`src/rtl/soc_pkg.sv`:
```
/* I/O map word indices, timer and video constants,
   SDRAM command encoding and the two-view SDRAM address word */
`default_nettype none

package soc_pkg;

    localparam logic [3:0] IO_PAGE = 4'hE;  // adr[31:28] of the I/O page

    // word index in adr[5:2]
    localparam logic [3:0] IO_MS        = 4'd0;
    localparam logic [3:0] IO_LED       = 4'd1;
    localparam logic [3:0] IO_UART_DATA = 4'd2;
    localparam logic [3:0] IO_UART_STAT = 4'd3;  // status on read, bitrate on write
    localparam logic [3:0] IO_SPI_DATA  = 4'd4;
    localparam logic [3:0] IO_SPI_STAT  = 4'd5;  // status on read, control on write
    localparam logic [3:0] IO_MOUSE     = 4'd6;
    localparam logic [3:0] IO_KBD       = 4'd7;
    localparam logic [3:0] IO_GFX       = 4'd8;
    localparam logic [3:0] IO_RES       = 4'd9;

    localparam int unsigned CLK_FREQ_HZ = 25_000_000;
    localparam logic [16:0] MS_TICKS    = 17'(CLK_FREQ_HZ / 1000);  // cycles per ms

    // fixed 640x480 mode
    localparam logic [15:0] H_RES = 16'd640;
    localparam logic [15:0] V_RES = 16'd480;

    // 32-byte video lines per frame, 16 bpp
    localparam logic [18:0] VID_LINE_LAST = 19'(int'(H_RES) * int'(V_RES) * 2 / 32 - 1);

    typedef enum logic [1:0] {
        SDR_NOP     = 2'd0,
        SDR_WR_LINE = 2'd1,  // 256 bytes from cache
        SDR_RD_VID  = 2'd2,  // 32 bytes for video
        SDR_RD_LINE = 2'd3   // 256 bytes into cache
    } sdr_cmd_e;

    typedef union packed {
        struct packed {
            logic [16:0] line;
            logic [5:0]  offset;
        } cache;
        struct packed {
            logic        region;  // set for the video area
            logic [18:0] line;
            logic [2:0]  offset;
        } video;
    } sdram_addr_u;

endpackage

`default_nettype wire

```
`src/rtl/io_bus_if.sv`:
```
/* internal CPU-side I/O bus: address, strobes and data */
`timescale 1ns/1ps
`default_nettype none

interface io_bus_if;

    logic [31:0] adr;    // full byte address
    logic        wr;     // single cycle write strobe
    logic        rd;     // single cycle read strobe
    logic [31:0] wdata;
    logic [31:0] rdata;  // valid in the cycle of rd

    // driver side of the bus
    modport host (
        output adr,
        output wr,
        output rd,
        output wdata,
        input  rdata
    );

    // register block side
    modport dev (
        input  adr,
        input  wr,
        input  rd,
        input  wdata,
        output rdata
    );

endinterface

`default_nettype wire

```
`src/rtl/ms_timer.sv`:
```
/* millisecond system timer with cycle prescaler */
`timescale 1ns/1ps
`default_nettype none

module ms_timer (
    input  wire logic        clk_cpu,
    input  wire logic        rst_n,
    output logic      [31:0] ms_count_o
);
    import soc_pkg::*;

    logic [16:0] presc_q;
    logic        ms_tick;

    assign ms_tick = (presc_q == MS_TICKS - 17'd1);  // last cycle of the ms

    always_ff @(posedge clk_cpu) begin
        if (!rst_n) begin
            presc_q    <= '0;
            ms_count_o <= '0;
        end else begin
            if (ms_tick) begin
                presc_q    <= '0;
                ms_count_o <= ms_count_o + 32'd1;
            end else begin
                presc_q <= presc_q + 17'd1;
            end
        end
    end

endmodule

`default_nettype wire

```
`src/rtl/io_regs.sv`:
```
/* I/O page decode, LED / bitrate / SPI control registers,
   start strobes, graphics command, read mux and read-done pulses */
`timescale 1ns/1ps
`default_nettype none

module io_regs (
    input  wire logic        clk_cpu,
    input  wire logic        rst_n,
    io_bus_if.dev            bus,
    input  wire logic [31:0] ms_count_i,
    // peripheral status
    input  wire logic [7:0]  rx_data_i,
    input  wire logic        rx_rdy_i,
    input  wire logic        tx_rdy_i,
    input  wire logic [31:0] spi_rx_i,
    input  wire logic        spi_rdy_i,
    input  wire logic [7:0]  kbd_data_i,
    input  wire logic        kbd_rdy_i,
    input  wire logic [27:0] mouse_i,
    input  wire logic        gfx_ready_i,
    // peripheral control
    output logic      [7:0]  led_o,
    output logic             bitrate_o,
    output logic      [1:0]  spi_ss_n_o,
    output logic             spi_fast_o,
    output logic             tx_start_o,
    output logic             spi_start_o,
    output logic             rx_done_o,
    output logic             kbd_done_o,
    output logic             gfx_cmd_valid_o,
    output logic      [31:0] gfx_cmd_data_o
);
    import soc_pkg::*;

    logic       io_sel;
    logic [3:0] io_idx;
    logic       io_wr;
    logic       io_rd;

    assign io_sel = (bus.adr[31:28] == IO_PAGE);
    assign io_idx = bus.adr[5:2];  // word index
    assign io_wr  = bus.wr & io_sel;
    assign io_rd  = bus.rd & io_sel;

    // engines take their data straight from the bus
    assign tx_start_o  = io_wr & (io_idx == IO_UART_DATA);
    assign spi_start_o = io_wr & (io_idx == IO_SPI_DATA);

    // control registers
    always_ff @(posedge clk_cpu) begin
        if (!rst_n) begin
            led_o      <= 8'd0;
            bitrate_o  <= 1'b0;
            spi_ss_n_o <= 2'b11;  // no slave selected
            spi_fast_o <= 1'b0;
        end else if (io_wr) begin
            case (io_idx)
                IO_LED:       led_o <= bus.wdata[7:0];
                IO_UART_STAT: bitrate_o <= bus.wdata[0];
                IO_SPI_STAT: begin
                    spi_ss_n_o <= ~bus.wdata[1:0];  // active low selects
                    spi_fast_o <= bus.wdata[2];
                end
                default: ;
            endcase
        end
    end

    // graphics command, one cycle valid
    always_ff @(posedge clk_cpu) begin
        if (!rst_n) begin
            gfx_cmd_valid_o <= 1'b0;
        end else begin
            gfx_cmd_valid_o <= io_wr & (io_idx == IO_GFX);
        end
    end

    always_ff @(posedge clk_cpu) begin
        if (io_wr && io_idx == IO_GFX) begin
            gfx_cmd_data_o <= bus.wdata;
        end
    end

    // tell the receivers their data has been taken
    always_ff @(posedge clk_cpu) begin
        if (!rst_n) begin
            rx_done_o  <= 1'b0;
            kbd_done_o <= 1'b0;
        end else begin
            rx_done_o  <= io_rd & (io_idx == IO_UART_DATA);
            kbd_done_o <= io_rd & (io_idx == IO_KBD);
        end
    end

    // read mux
    always_comb begin
        bus.rdata = 32'd0;
        if (io_sel) begin
            case (io_idx)
                IO_MS:        bus.rdata = ms_count_i;
                IO_UART_DATA: bus.rdata = {24'd0, rx_data_i};
                IO_UART_STAT: bus.rdata = {30'd0, tx_rdy_i, rx_rdy_i};
                IO_SPI_DATA:  bus.rdata = spi_rx_i;
                IO_SPI_STAT:  bus.rdata = {31'd0, spi_rdy_i};
                IO_MOUSE:     bus.rdata = {3'd0, kbd_rdy_i, mouse_i};
                IO_KBD:       bus.rdata = {24'd0, kbd_data_i};
                IO_GFX:       bus.rdata = {31'd0, gfx_ready_i};
                IO_RES:       bus.rdata = {H_RES, V_RES};
                default:      bus.rdata = 32'd0;  // LED word and unused slots
            endcase
        end
    end

endmodule

`default_nettype wire

```
`src/rtl/sdram_cmd_arb.sv`:
```
/* SDRAM command arbiter: video / cache write / cache read priority,
   frame-wrapping video line counter and SDRAM word address */
`timescale 1ns/1ps
`default_nettype none

module sdram_cmd_arb (
    input  wire logic             clk_cpu,
    input  wire logic             rst_n,
    input  wire logic             vq_low_i,        // video queue below low water
    input  wire logic             cache_wr_req_i,
    input  wire logic             cache_rd_req_i,
    input  wire logic      [16:0] cache_line_i,
    input  wire logic      [18:0] front_line_i,    // start of the front buffer
    input  wire logic      [1:0]  sdr_ack_i,
    output soc_pkg::sdr_cmd_e     sdr_cmd_o,
    output logic           [22:0] sdr_addr_o
);
    import soc_pkg::*;

    logic        ack_idle_q;  // previous ack was 00
    logic [18:0] vid_line_q;
    logic [18:0] vid_line_abs;
    sdram_addr_u addr_u;

    // video refill first so the screen never starves
    always_ff @(posedge clk_cpu) begin
        if (!rst_n) begin
            sdr_cmd_o <= SDR_NOP;
        end else if (vq_low_i) begin
            sdr_cmd_o <= SDR_RD_VID;
        end else if (cache_wr_req_i) begin
            sdr_cmd_o <= SDR_WR_LINE;
        end else if (cache_rd_req_i) begin
            sdr_cmd_o <= SDR_RD_LINE;
        end else begin
            sdr_cmd_o <= SDR_NOP;
        end
    end

    // step the video line once per accepted video read
    always_ff @(posedge clk_cpu) begin
        if (!rst_n) begin
            ack_idle_q <= 1'b1;
            vid_line_q <= 19'd0;
        end else begin
            ack_idle_q <= (sdr_ack_i == 2'b00);
            if (ack_idle_q && sdr_ack_i == SDR_RD_VID) begin
                if (vid_line_q == VID_LINE_LAST) begin
                    vid_line_q <= 19'd0;  // frame done
                end else begin
                    vid_line_q <= vid_line_q + 19'd1;
                end
            end
        end
    end

    assign vid_line_abs = front_line_i + vid_line_q;  // wraps in 19 bits

    always_comb begin
        addr_u = '0;
        case (sdr_cmd_o)
            SDR_WR_LINE, SDR_RD_LINE: begin
                addr_u.cache.line   = cache_line_i;
                addr_u.cache.offset = 6'd0;
            end
            SDR_RD_VID: begin
                addr_u.video.region = 1'b1;
                addr_u.video.line   = vid_line_abs;
                addr_u.video.offset = 3'd0;
            end
            default: addr_u = '0;
        endcase
    end

    assign sdr_addr_o = addr_u;

endmodule

`default_nettype wire

```
`src/rtl/soc_io_top.sv`:
```
/* I/O and SDRAM command top level: ms timer, I/O register block
   and SDRAM arbiter on clk_cpu */
`timescale 1ns/1ps
`default_nettype none

module soc_io_top (
    input  wire logic             clk_cpu,
    input  wire logic             rst_n,
    // CPU I/O bus
    input  wire logic      [31:0] io_adr_i,
    input  wire logic             io_wr_i,
    input  wire logic             io_rd_i,
    input  wire logic      [31:0] io_wdata_i,
    output logic           [31:0] io_rdata_o,
    // peripheral status
    input  wire logic      [7:0]  rx_data_i,
    input  wire logic             rx_rdy_i,
    input  wire logic             tx_rdy_i,
    input  wire logic      [31:0] spi_rx_i,
    input  wire logic             spi_rdy_i,
    input  wire logic      [7:0]  kbd_data_i,
    input  wire logic             kbd_rdy_i,
    input  wire logic      [27:0] mouse_i,
    input  wire logic             gfx_ready_i,
    // peripheral control
    output logic           [7:0]  led_o,
    output logic                  bitrate_o,
    output logic           [1:0]  spi_ss_n_o,
    output logic                  spi_fast_o,
    output logic                  tx_start_o,
    output logic                  spi_start_o,
    output logic                  rx_done_o,
    output logic                  kbd_done_o,
    output logic                  gfx_cmd_valid_o,
    output logic           [31:0] gfx_cmd_data_o,
    // SDRAM command side
    input  wire logic             vq_low_i,
    input  wire logic             cache_wr_req_i,
    input  wire logic             cache_rd_req_i,
    input  wire logic      [16:0] cache_line_i,
    input  wire logic      [18:0] front_line_i,
    input  wire logic      [1:0]  sdr_ack_i,
    output soc_pkg::sdr_cmd_e     sdr_cmd_o,
    output logic           [22:0] sdr_addr_o
);

    logic [31:0] ms_count;

    io_bus_if bus ();

    assign bus.adr    = io_adr_i;
    assign bus.wr     = io_wr_i;
    assign bus.rd     = io_rd_i;
    assign bus.wdata  = io_wdata_i;
    assign io_rdata_o = bus.rdata;

    ms_timer i_ms_timer (
        .clk_cpu    (clk_cpu),
        .rst_n      (rst_n),
        .ms_count_o (ms_count)
    );

    io_regs i_io_regs (
        .clk_cpu         (clk_cpu),
        .rst_n           (rst_n),
        .bus             (bus),
        .ms_count_i      (ms_count),
        .rx_data_i       (rx_data_i),
        .rx_rdy_i        (rx_rdy_i),
        .tx_rdy_i        (tx_rdy_i),
        .spi_rx_i        (spi_rx_i),
        .spi_rdy_i       (spi_rdy_i),
        .kbd_data_i      (kbd_data_i),
        .kbd_rdy_i       (kbd_rdy_i),
        .mouse_i         (mouse_i),
        .gfx_ready_i     (gfx_ready_i),
        .led_o           (led_o),
        .bitrate_o       (bitrate_o),
        .spi_ss_n_o      (spi_ss_n_o),
        .spi_fast_o      (spi_fast_o),
        .tx_start_o      (tx_start_o),
        .spi_start_o     (spi_start_o),
        .rx_done_o       (rx_done_o),
        .kbd_done_o      (kbd_done_o),
        .gfx_cmd_valid_o (gfx_cmd_valid_o),
        .gfx_cmd_data_o  (gfx_cmd_data_o)
    );

    sdram_cmd_arb i_sdram_cmd_arb (
        .clk_cpu        (clk_cpu),
        .rst_n          (rst_n),
        .vq_low_i       (vq_low_i),
        .cache_wr_req_i (cache_wr_req_i),
        .cache_rd_req_i (cache_rd_req_i),
        .cache_line_i   (cache_line_i),
        .front_line_i   (front_line_i),
        .sdr_ack_i      (sdr_ack_i),
        .sdr_cmd_o      (sdr_cmd_o),
        .sdr_addr_o     (sdr_addr_o)
    );

endmodule

`default_nettype wire

```
`config.mk`:
```
export PLATFORM = sky130hd
export DESIGN_NAME = soc_io_top
export DESIGN_NICKNAME = d
export VERILOG_FILES = /design/src/rtl/soc_pkg.sv /design/src/rtl/io_bus_if.sv /design/src/rtl/ms_timer.sv /design/src/rtl/io_regs.sv /design/src/rtl/sdram_cmd_arb.sv /design/src/rtl/soc_io_top.sv
export SDC_FILE = /design/constraint.sdc
export NUM_CORES = 1
export LEC_CHECK = 0
export BUFFER_PORTS_ARGS = -buffer_cell sky130_fd_sc_hd__buf_2
export CORE_ASPECT_RATIO = 0.8
export CORE_UTILIZATION = 48
export CTS_BUF_LIST = sky130_fd_sc_hd__clkbuf_16
export CTS_CLUSTER_DIAMETER = 150
export DETAILED_ROUTE_END_ITERATION = 10
export PLACE_DENSITY = 0.82
export SLEW_MARGIN = 20
export SYNTH_ARGS = -nofsm -noshare
export SYNTH_HDL_FRONTEND = slang
export SYNTH_SLANG_ARGS = --single-unit
```
`constraint.sdc`:
```
create_clock -name clk_cpu -period 2.9 [get_ports clk_cpu]
set_input_delay 0.435 -clock clk_cpu [delete_from_list [all_inputs] [get_ports clk_cpu]]
set_output_delay 0.435 -clock clk_cpu [all_outputs]
set_load 0.03 [all_outputs]
```
# ---- Yosys cells after proc, flatten, opt, wreduce, memory -nomap -nowiden
# Cells that the tools add are included.
dict set report totals {
  ff_bits 118
  in_bits 190
  output_inout_bits 106
  elab_cells 60
}
dict set report classes {
  add_sub_neg 4
  n_eq_ne 16
  mux 7
  bitwise_logic 9
  reduce_logical 10
}
# operator n
set ops {}
lappend ops {{32-bit one-hot mux with 9 select lines} 1}
lappend ops {{23-bit one-hot mux with 2 select lines} 1}
lappend ops {{32-bit by 1-bit adder with 32-bit output (second input constant)} 1}
lappend ops {{32-bit two-way mux} 1}
lappend ops {{19-bit by 1-bit adder with 19-bit output (second input constant)} 1}
lappend ops {{19-bit adder} 1}
lappend ops {{19-bit by 15-bit == test with 1-bit output (second input constant)} 1}
lappend ops {{19-bit two-way mux} 1}
lappend ops {{17-bit by 1-bit adder with 17-bit output (second input constant)} 1}
lappend ops {{17-bit by 15-bit == test with 1-bit output (second input constant)} 1}
lappend ops {{4-bit by 3-bit == test with 1-bit output (second input constant)} 4}
lappend ops {{4-bit == test (second input constant)} 3}
lappend ops {{4-bit by 2-bit == test with 1-bit output (second input constant)} 2}
lappend ops {{1-bit AND} 7}
lappend ops {{2-bit == test (second input constant)} 3}
lappend ops {{2-bit two-way mux} 3}
lappend ops {{2-bit AND reduction} 3}
lappend ops {{2-bit OR reduction} 3}
lappend ops {{4-bit by 1-bit == test with 1-bit output (second input constant)} 1}
lappend ops {{4-bit logical NOT} 1}
lappend ops {{2-bit by 1-bit == test with 1-bit output (second input constant)} 1}
lappend ops {{1-bit logical AND} 2}
lappend ops {{2-bit logical NOT} 1}
lappend ops {{2-bit NOT} 1}
lappend ops {{1-bit NOT} 1}

# ---- Logic depth before layout (Yosys ltp)
dict set report depth {
  word_depth 3
  depth_mapped 10
  ltp_nobuf 10
}

# ---- Modules after synthesis
# Synthesis repeated with hierarchy kept, for this count alone.
dict set report unflattened {
  hier_cells 856
  area_unflattened_um2 7495.9
}
# mod n_inst cells_per_inst area_per_inst_um2 seq_area_each_um2
set modules_own_cells {}
lappend modules_own_cells {io_regs 1 265 2750.1 1261.2}
lappend modules_own_cells {ms_timer 1 300 2527.4 980.9}
lappend modules_own_cells {sdram_cmd_arb 1 291 2218.4 440.4}

# ---- Least setup slack after synthesis
# Ideal clock, no wire load.
dict set report synth_timing {
  path_type {input -> output}
  from {in front_line_i[0]}
  to {out sdr_addr_o[21]}
  arrival_ps 2919
  t_required_ps 2465
  path_slack_ps -454
  path_stages 10
  path_buffers 0
  path_cell_list {ha_1 inv_1 fa_1 nor2b_1 o31ai_1 a31oi_1 a2111oi_0 o31ai_1 xnor2_1 o21ai_0}
}
dict set report synth_via {
  elab_chain_cells 2
}
# item line
set synth_rtl {}
lappend synth_rtl {{from (decl)} soc_io_top.sv:41} ;# input wire logic [18:0] front_line_i,
lappend synth_rtl {{19-bit adder} sdram_cmd_arb.sv:57} ;# assign vid_line_abs = front_line_i + vid_line_q;
lappend synth_rtl {{23-bit one-hot mux with 2 select lines} sdram_cmd_arb.sv:61} ;# case (sdr_cmd_o)
lappend synth_rtl {{to (decl)} soc_io_top.sv:44} ;# output logic [22:0] sdr_addr_o
# Every way passes these cells.

# ---- Worst setup path in the final report
dict set report layout_timing {
  from {reg i_sdram_cmd_arb.vid_line_q[0]}
  to {out sdr_addr_o[19]}
}
dict set report layout_via {
  elab_chain_cells 2
}
# item line
set layout_rtl {}
lappend layout_rtl {{from (decl)} sdram_cmd_arb.sv:21} ;# logic [18:0] vid_line_q;
lappend layout_rtl {{from (signal assigned)} sdram_cmd_arb.sv:51} ;# vid_line_q <= vid_line_q + 19'd1;
lappend layout_rtl {{19-bit adder} sdram_cmd_arb.sv:57}
lappend layout_rtl {{23-bit one-hot mux with 2 select lines} sdram_cmd_arb.sv:61}
# Every way passes these cells.

==> run_results.csv <==
group,metric,value,unit
run_status,status,"complete, but fails checks",
run_status,failed_checks,"setup timing",
synthesis,ys_warn_count,0,
synthesis,ys_ff_latch,118,
clocking,clock-sinks,118,
synthesis,synthMuxAreaShare,0.0188,
hold_path,whs_endpoint,"i_sdram_cmd_arb.sdr_cmd_o[0]",
detailed_routing,num_vias,6523,
synthesis,syn_area,6460,um^2
clocking,clock_latency,0.41,ns
die,initial_core_util,0.497,
sta,slew_headroom,0.544,
sta,worst_pin_slew,0.685,ns
place,gp_congestion,0.931,
synthesis,synth_xor_xnor_area_share,0.0922,
power_and_ir_drop,power-per-cell-area,462,nW/um^2
detailed_routing,routed_wl,19000,um
sta,setup_viol,4,
detailed_routing,post_drt_wl_per_cell,16.1,um
worst_setup_path,cp.arrival,2.66,ns
sta,fin_worst_skew,0.00997,ns
synthesis,synth_top_area_cell,"dfxtp_1",
synthesis,synth_seq_area_share,0.415,
sta,rsz0062_at_grt,"true",
clocking,cts_hold_buf,0,
worst_setup_path,regToRegSetupSlack,0.60,ns
global_route,grt_pass1_vias,5828,
sta,report.final.slew_viol_count,0,
die,core_area,13000,um^2
power_and_ir_drop,ir_drop,439,uV
synthesis,synth-simple-area-share,0.250,
worst_setup_path,cp_max_fo,3,
worst_setup_path,cp.required,2.47,ns
detailed_routing,drt_iter0_drc,539,
synthesis,synth_edf_count,32,
sta,max_freq,323,MHz
synthesis,synthAdderAreaFrac,0.0438,
sta,fin_ws,-0.196,ns
die,io_pins,296,
synthesis,syn_inst,718,
worst_setup_path,worst_setup_path_start_kind,"flip-flop",
finish,final_common_cell,"buf_2",
finish,layout_common_cells,"257 x buf_2, 79 x dfxtp_1, 70 x nand2_1, 70 x nor2_1, 35 x xor2_1",
die,fp-row-count,37,
synthesis,synth_top_area_frac,0.267,
global_route,grt.overflow.total,0,
clocking,cts_made_buffers,17,
place,dp_hpwl,13200,um
hold_path,hold_start,"vq_low_i",
synthesis,synth_area_leaders,"dfxtp_1 27%, edfxtp_1 15%, xor2_1 4.7%, xnor2_1 4.5%, nor2_1 4.2%",
die,die_x,132,um
finish,fin_area,8930,um^2
worst_setup_path,crit_path_end_kind,"output port",
sta,hold_violations,0,
place,io_buffers,268,
worst_setup_path,reg2reg_from,"i_ms_timer.ms_count_o[12]",
synthesis,synth.distinct_cells,60,
finish,layout-drive-gt1-share,0.375,
worst_setup_path,r2r_end,"i_ms_timer.ms_count_o[31]",
clocking,htreeDepth,4,
hold_path,hold_path.class,"input port to flip-flop",
clocking,cts_tree,"done",
clocking,cts.clk_slew.worst_paths,0.06,ns
die,die_height,106,um
place,dpl_worst_slack,-0.165,ns
sta,finalCriticalPeriod,3.10,ns
power_and_ir_drop,p_leak,3.85,nW
die,die-area,13900,um^2
clocking,clk_path_buf_depth,2,
sta,holdWs,0.195,ns
synthesis,avgSynthCellArea,9.00,um^2
synthesis,synthFlopType,"dfxtp_1",
detailed_routing,antenna_left,0,
synthesis,synthArstFlopShare,0,
global_route,grt_pass1_wl,29300,um
detailed_routing,drc,0,
place,placed_cell_area,8060,um^2
finish,area_delta_synth_final,38.3,%
worst_setup_path,critPathKind,"flip-flop to output port",
global_route,grt.total_usage,0.267,
sta,timing.final.crit_share,1.07,
global_route,antenna_found_initial,1,
hold_path,hold_depth,2,
detailed_routing,avgViaCountPerCell,5.51,
clocking,root_buffer,"clkbuf_16",
synthesis,synth_top_family_by_area,"simple AND/OR/NAND/NOR gates",
synthesis,synth_compound_area_frac,0.144,
worst_setup_path,ff2ff_path_depth,7,
job,max_cap_viol_count,0,
finish,nNetsFinal,1206,
global_route,grt_max_degree,44,
detailed_routing,dr.pass1.iters,5,
worst max-delay path by stage:
stage | startpoint | to | slack (ns) | depth (start not counted)
detailed placement | front_line_i[0] | sdr_addr_o[21] | -0.17 | 13
global route | i_sdram_cmd_arb.vid_line_q[0] | sdr_addr_o[21] | -0.32 | 12
global placement | front_line_i[0] | sdr_addr_o[21] | -0.14 | 13
floorplan | front_line_i[3] | sdr_addr_o[12] | 0.02 | 7
finish | i_sdram_cmd_arb.vid_line_q[0] | sdr_addr_o[19] | -0.20 | 12
CTS | i_sdram_cmd_arb.vid_line_q[0] | sdr_addr_o[21] | -0.31 | 12
layer usage:
metal	vias up	share of wire	track usage	wire [um]
met4	0	0.021	0.106	399
met5	-	0	0	0
li1	3153	-	-	-
met3	35	0.064	0.0524	1220
met1	3059	0.42	0.328	8010
met2	276	0.49	0.460	9390
sequential cells by signal (all words and copies together) (netlist names), 2 cells and up:
register                    cells
i_io_regs.gfx_cmd_data_o       32
i_io_regs.spi_ss_n_o            2
i_sdram_cmd_arb.vid_line_q     19
i_sdram_cmd_arb.sdr_cmd_o       2
i_ms_timer.presc_q             17
i_io_regs.led_o                 8
i_ms_timer.ms_count_o          32
area by class of cell:
| cell class | instances | area (um^2) |
|---|---|---|
| clock buffers | 17 | 425 |
| diodes | 1 | 2.50 |
| well taps | 175 | 219 |
| repair buffers | 293 | 1600 |
| fillers | 1027 | 4070 |
| flip-flops and latches | 118 | 2700 |
| clock inverters | 15 | 141 |
| multi-input cells | 553 | 3810 |
| inverters | 11 | 41.3 |
power by group:
group / switching (W) / internal, W / leakage (nW)
Clock: 0.000821 / 0.00119 / 0.268
Sequential: 0.00000918 / 0.00170 / 0.986
Combinational: 0.000226 / 0.000180 / 2.59
Total: 0.00106 / 0.00307 / 3.85
critical path, stage by stage (launching register included):
cell and delay, ns:
dfxtp_4 0.37, ha_4 0.14, inv_2 0.03, fa_2 0.36
nor2b_4 0.17, o31ai_4 0.08, a31oi_2 0.19, a2111oi_2 0.10
buf_4 0.17, o31ai_2 0.24, xnor2_1 0.16, o21ai_2 0.07
buf_6 0.16
synth_stat cells (8+ instances only):
library cell	number
or3_1	13
nand2_1	70
a22oi_1	18
a31oi_1	8
nor2_1	72
nor3_1	10
a21oi_1	25
nand3_1	29
mux2i_1	11
nor2b_1	24
inv_1	11
nand4_1	16
and2_1	33
and3_1	11
a222oi_1	21
xnor2_1	33
ha_1	21
dfxtp_1	86
edfxtp_1	32
clkbuf_1	29
o21ai_0	31
xor2_1	35
repair_timing:
action / CTS / global route
pin swaps: 13 / 15
gates resized for setup: 37 / 33
setup buffers: 1 / 1
endpoints found under the hold margin: 0 / 0
setup endpoints to repair: 11 / 12
through the flow:
step	util	total power, W	std cells	TNS, ns
final	0.687	0.00413	1183	-0.527
after global routing	0.687	0.00424	1183	-1.47
after CTS	0.676	0.00413	1181	-0.929
after detailed placement	0.619	0.00211	1148	-0.385
after global placement	0.619	0.00211	1148	-0.288
after floorplan	-	0.00194	720	0
logic make-up (layout without fill, tap and decap cells):
group                    Yosys count  in the layout
adder cells (fa/ha/maj)           22             22
buffers and inverters             49            336
flip-flops                       118            118
XOR/XNOR                          68             68
AND/OR/NAND/NOR                  312            312
other                              1              4
AO/OA/AOI/OAI                    136            136
multiplexers                      12             12
Power figures use the tool's default switching activity.
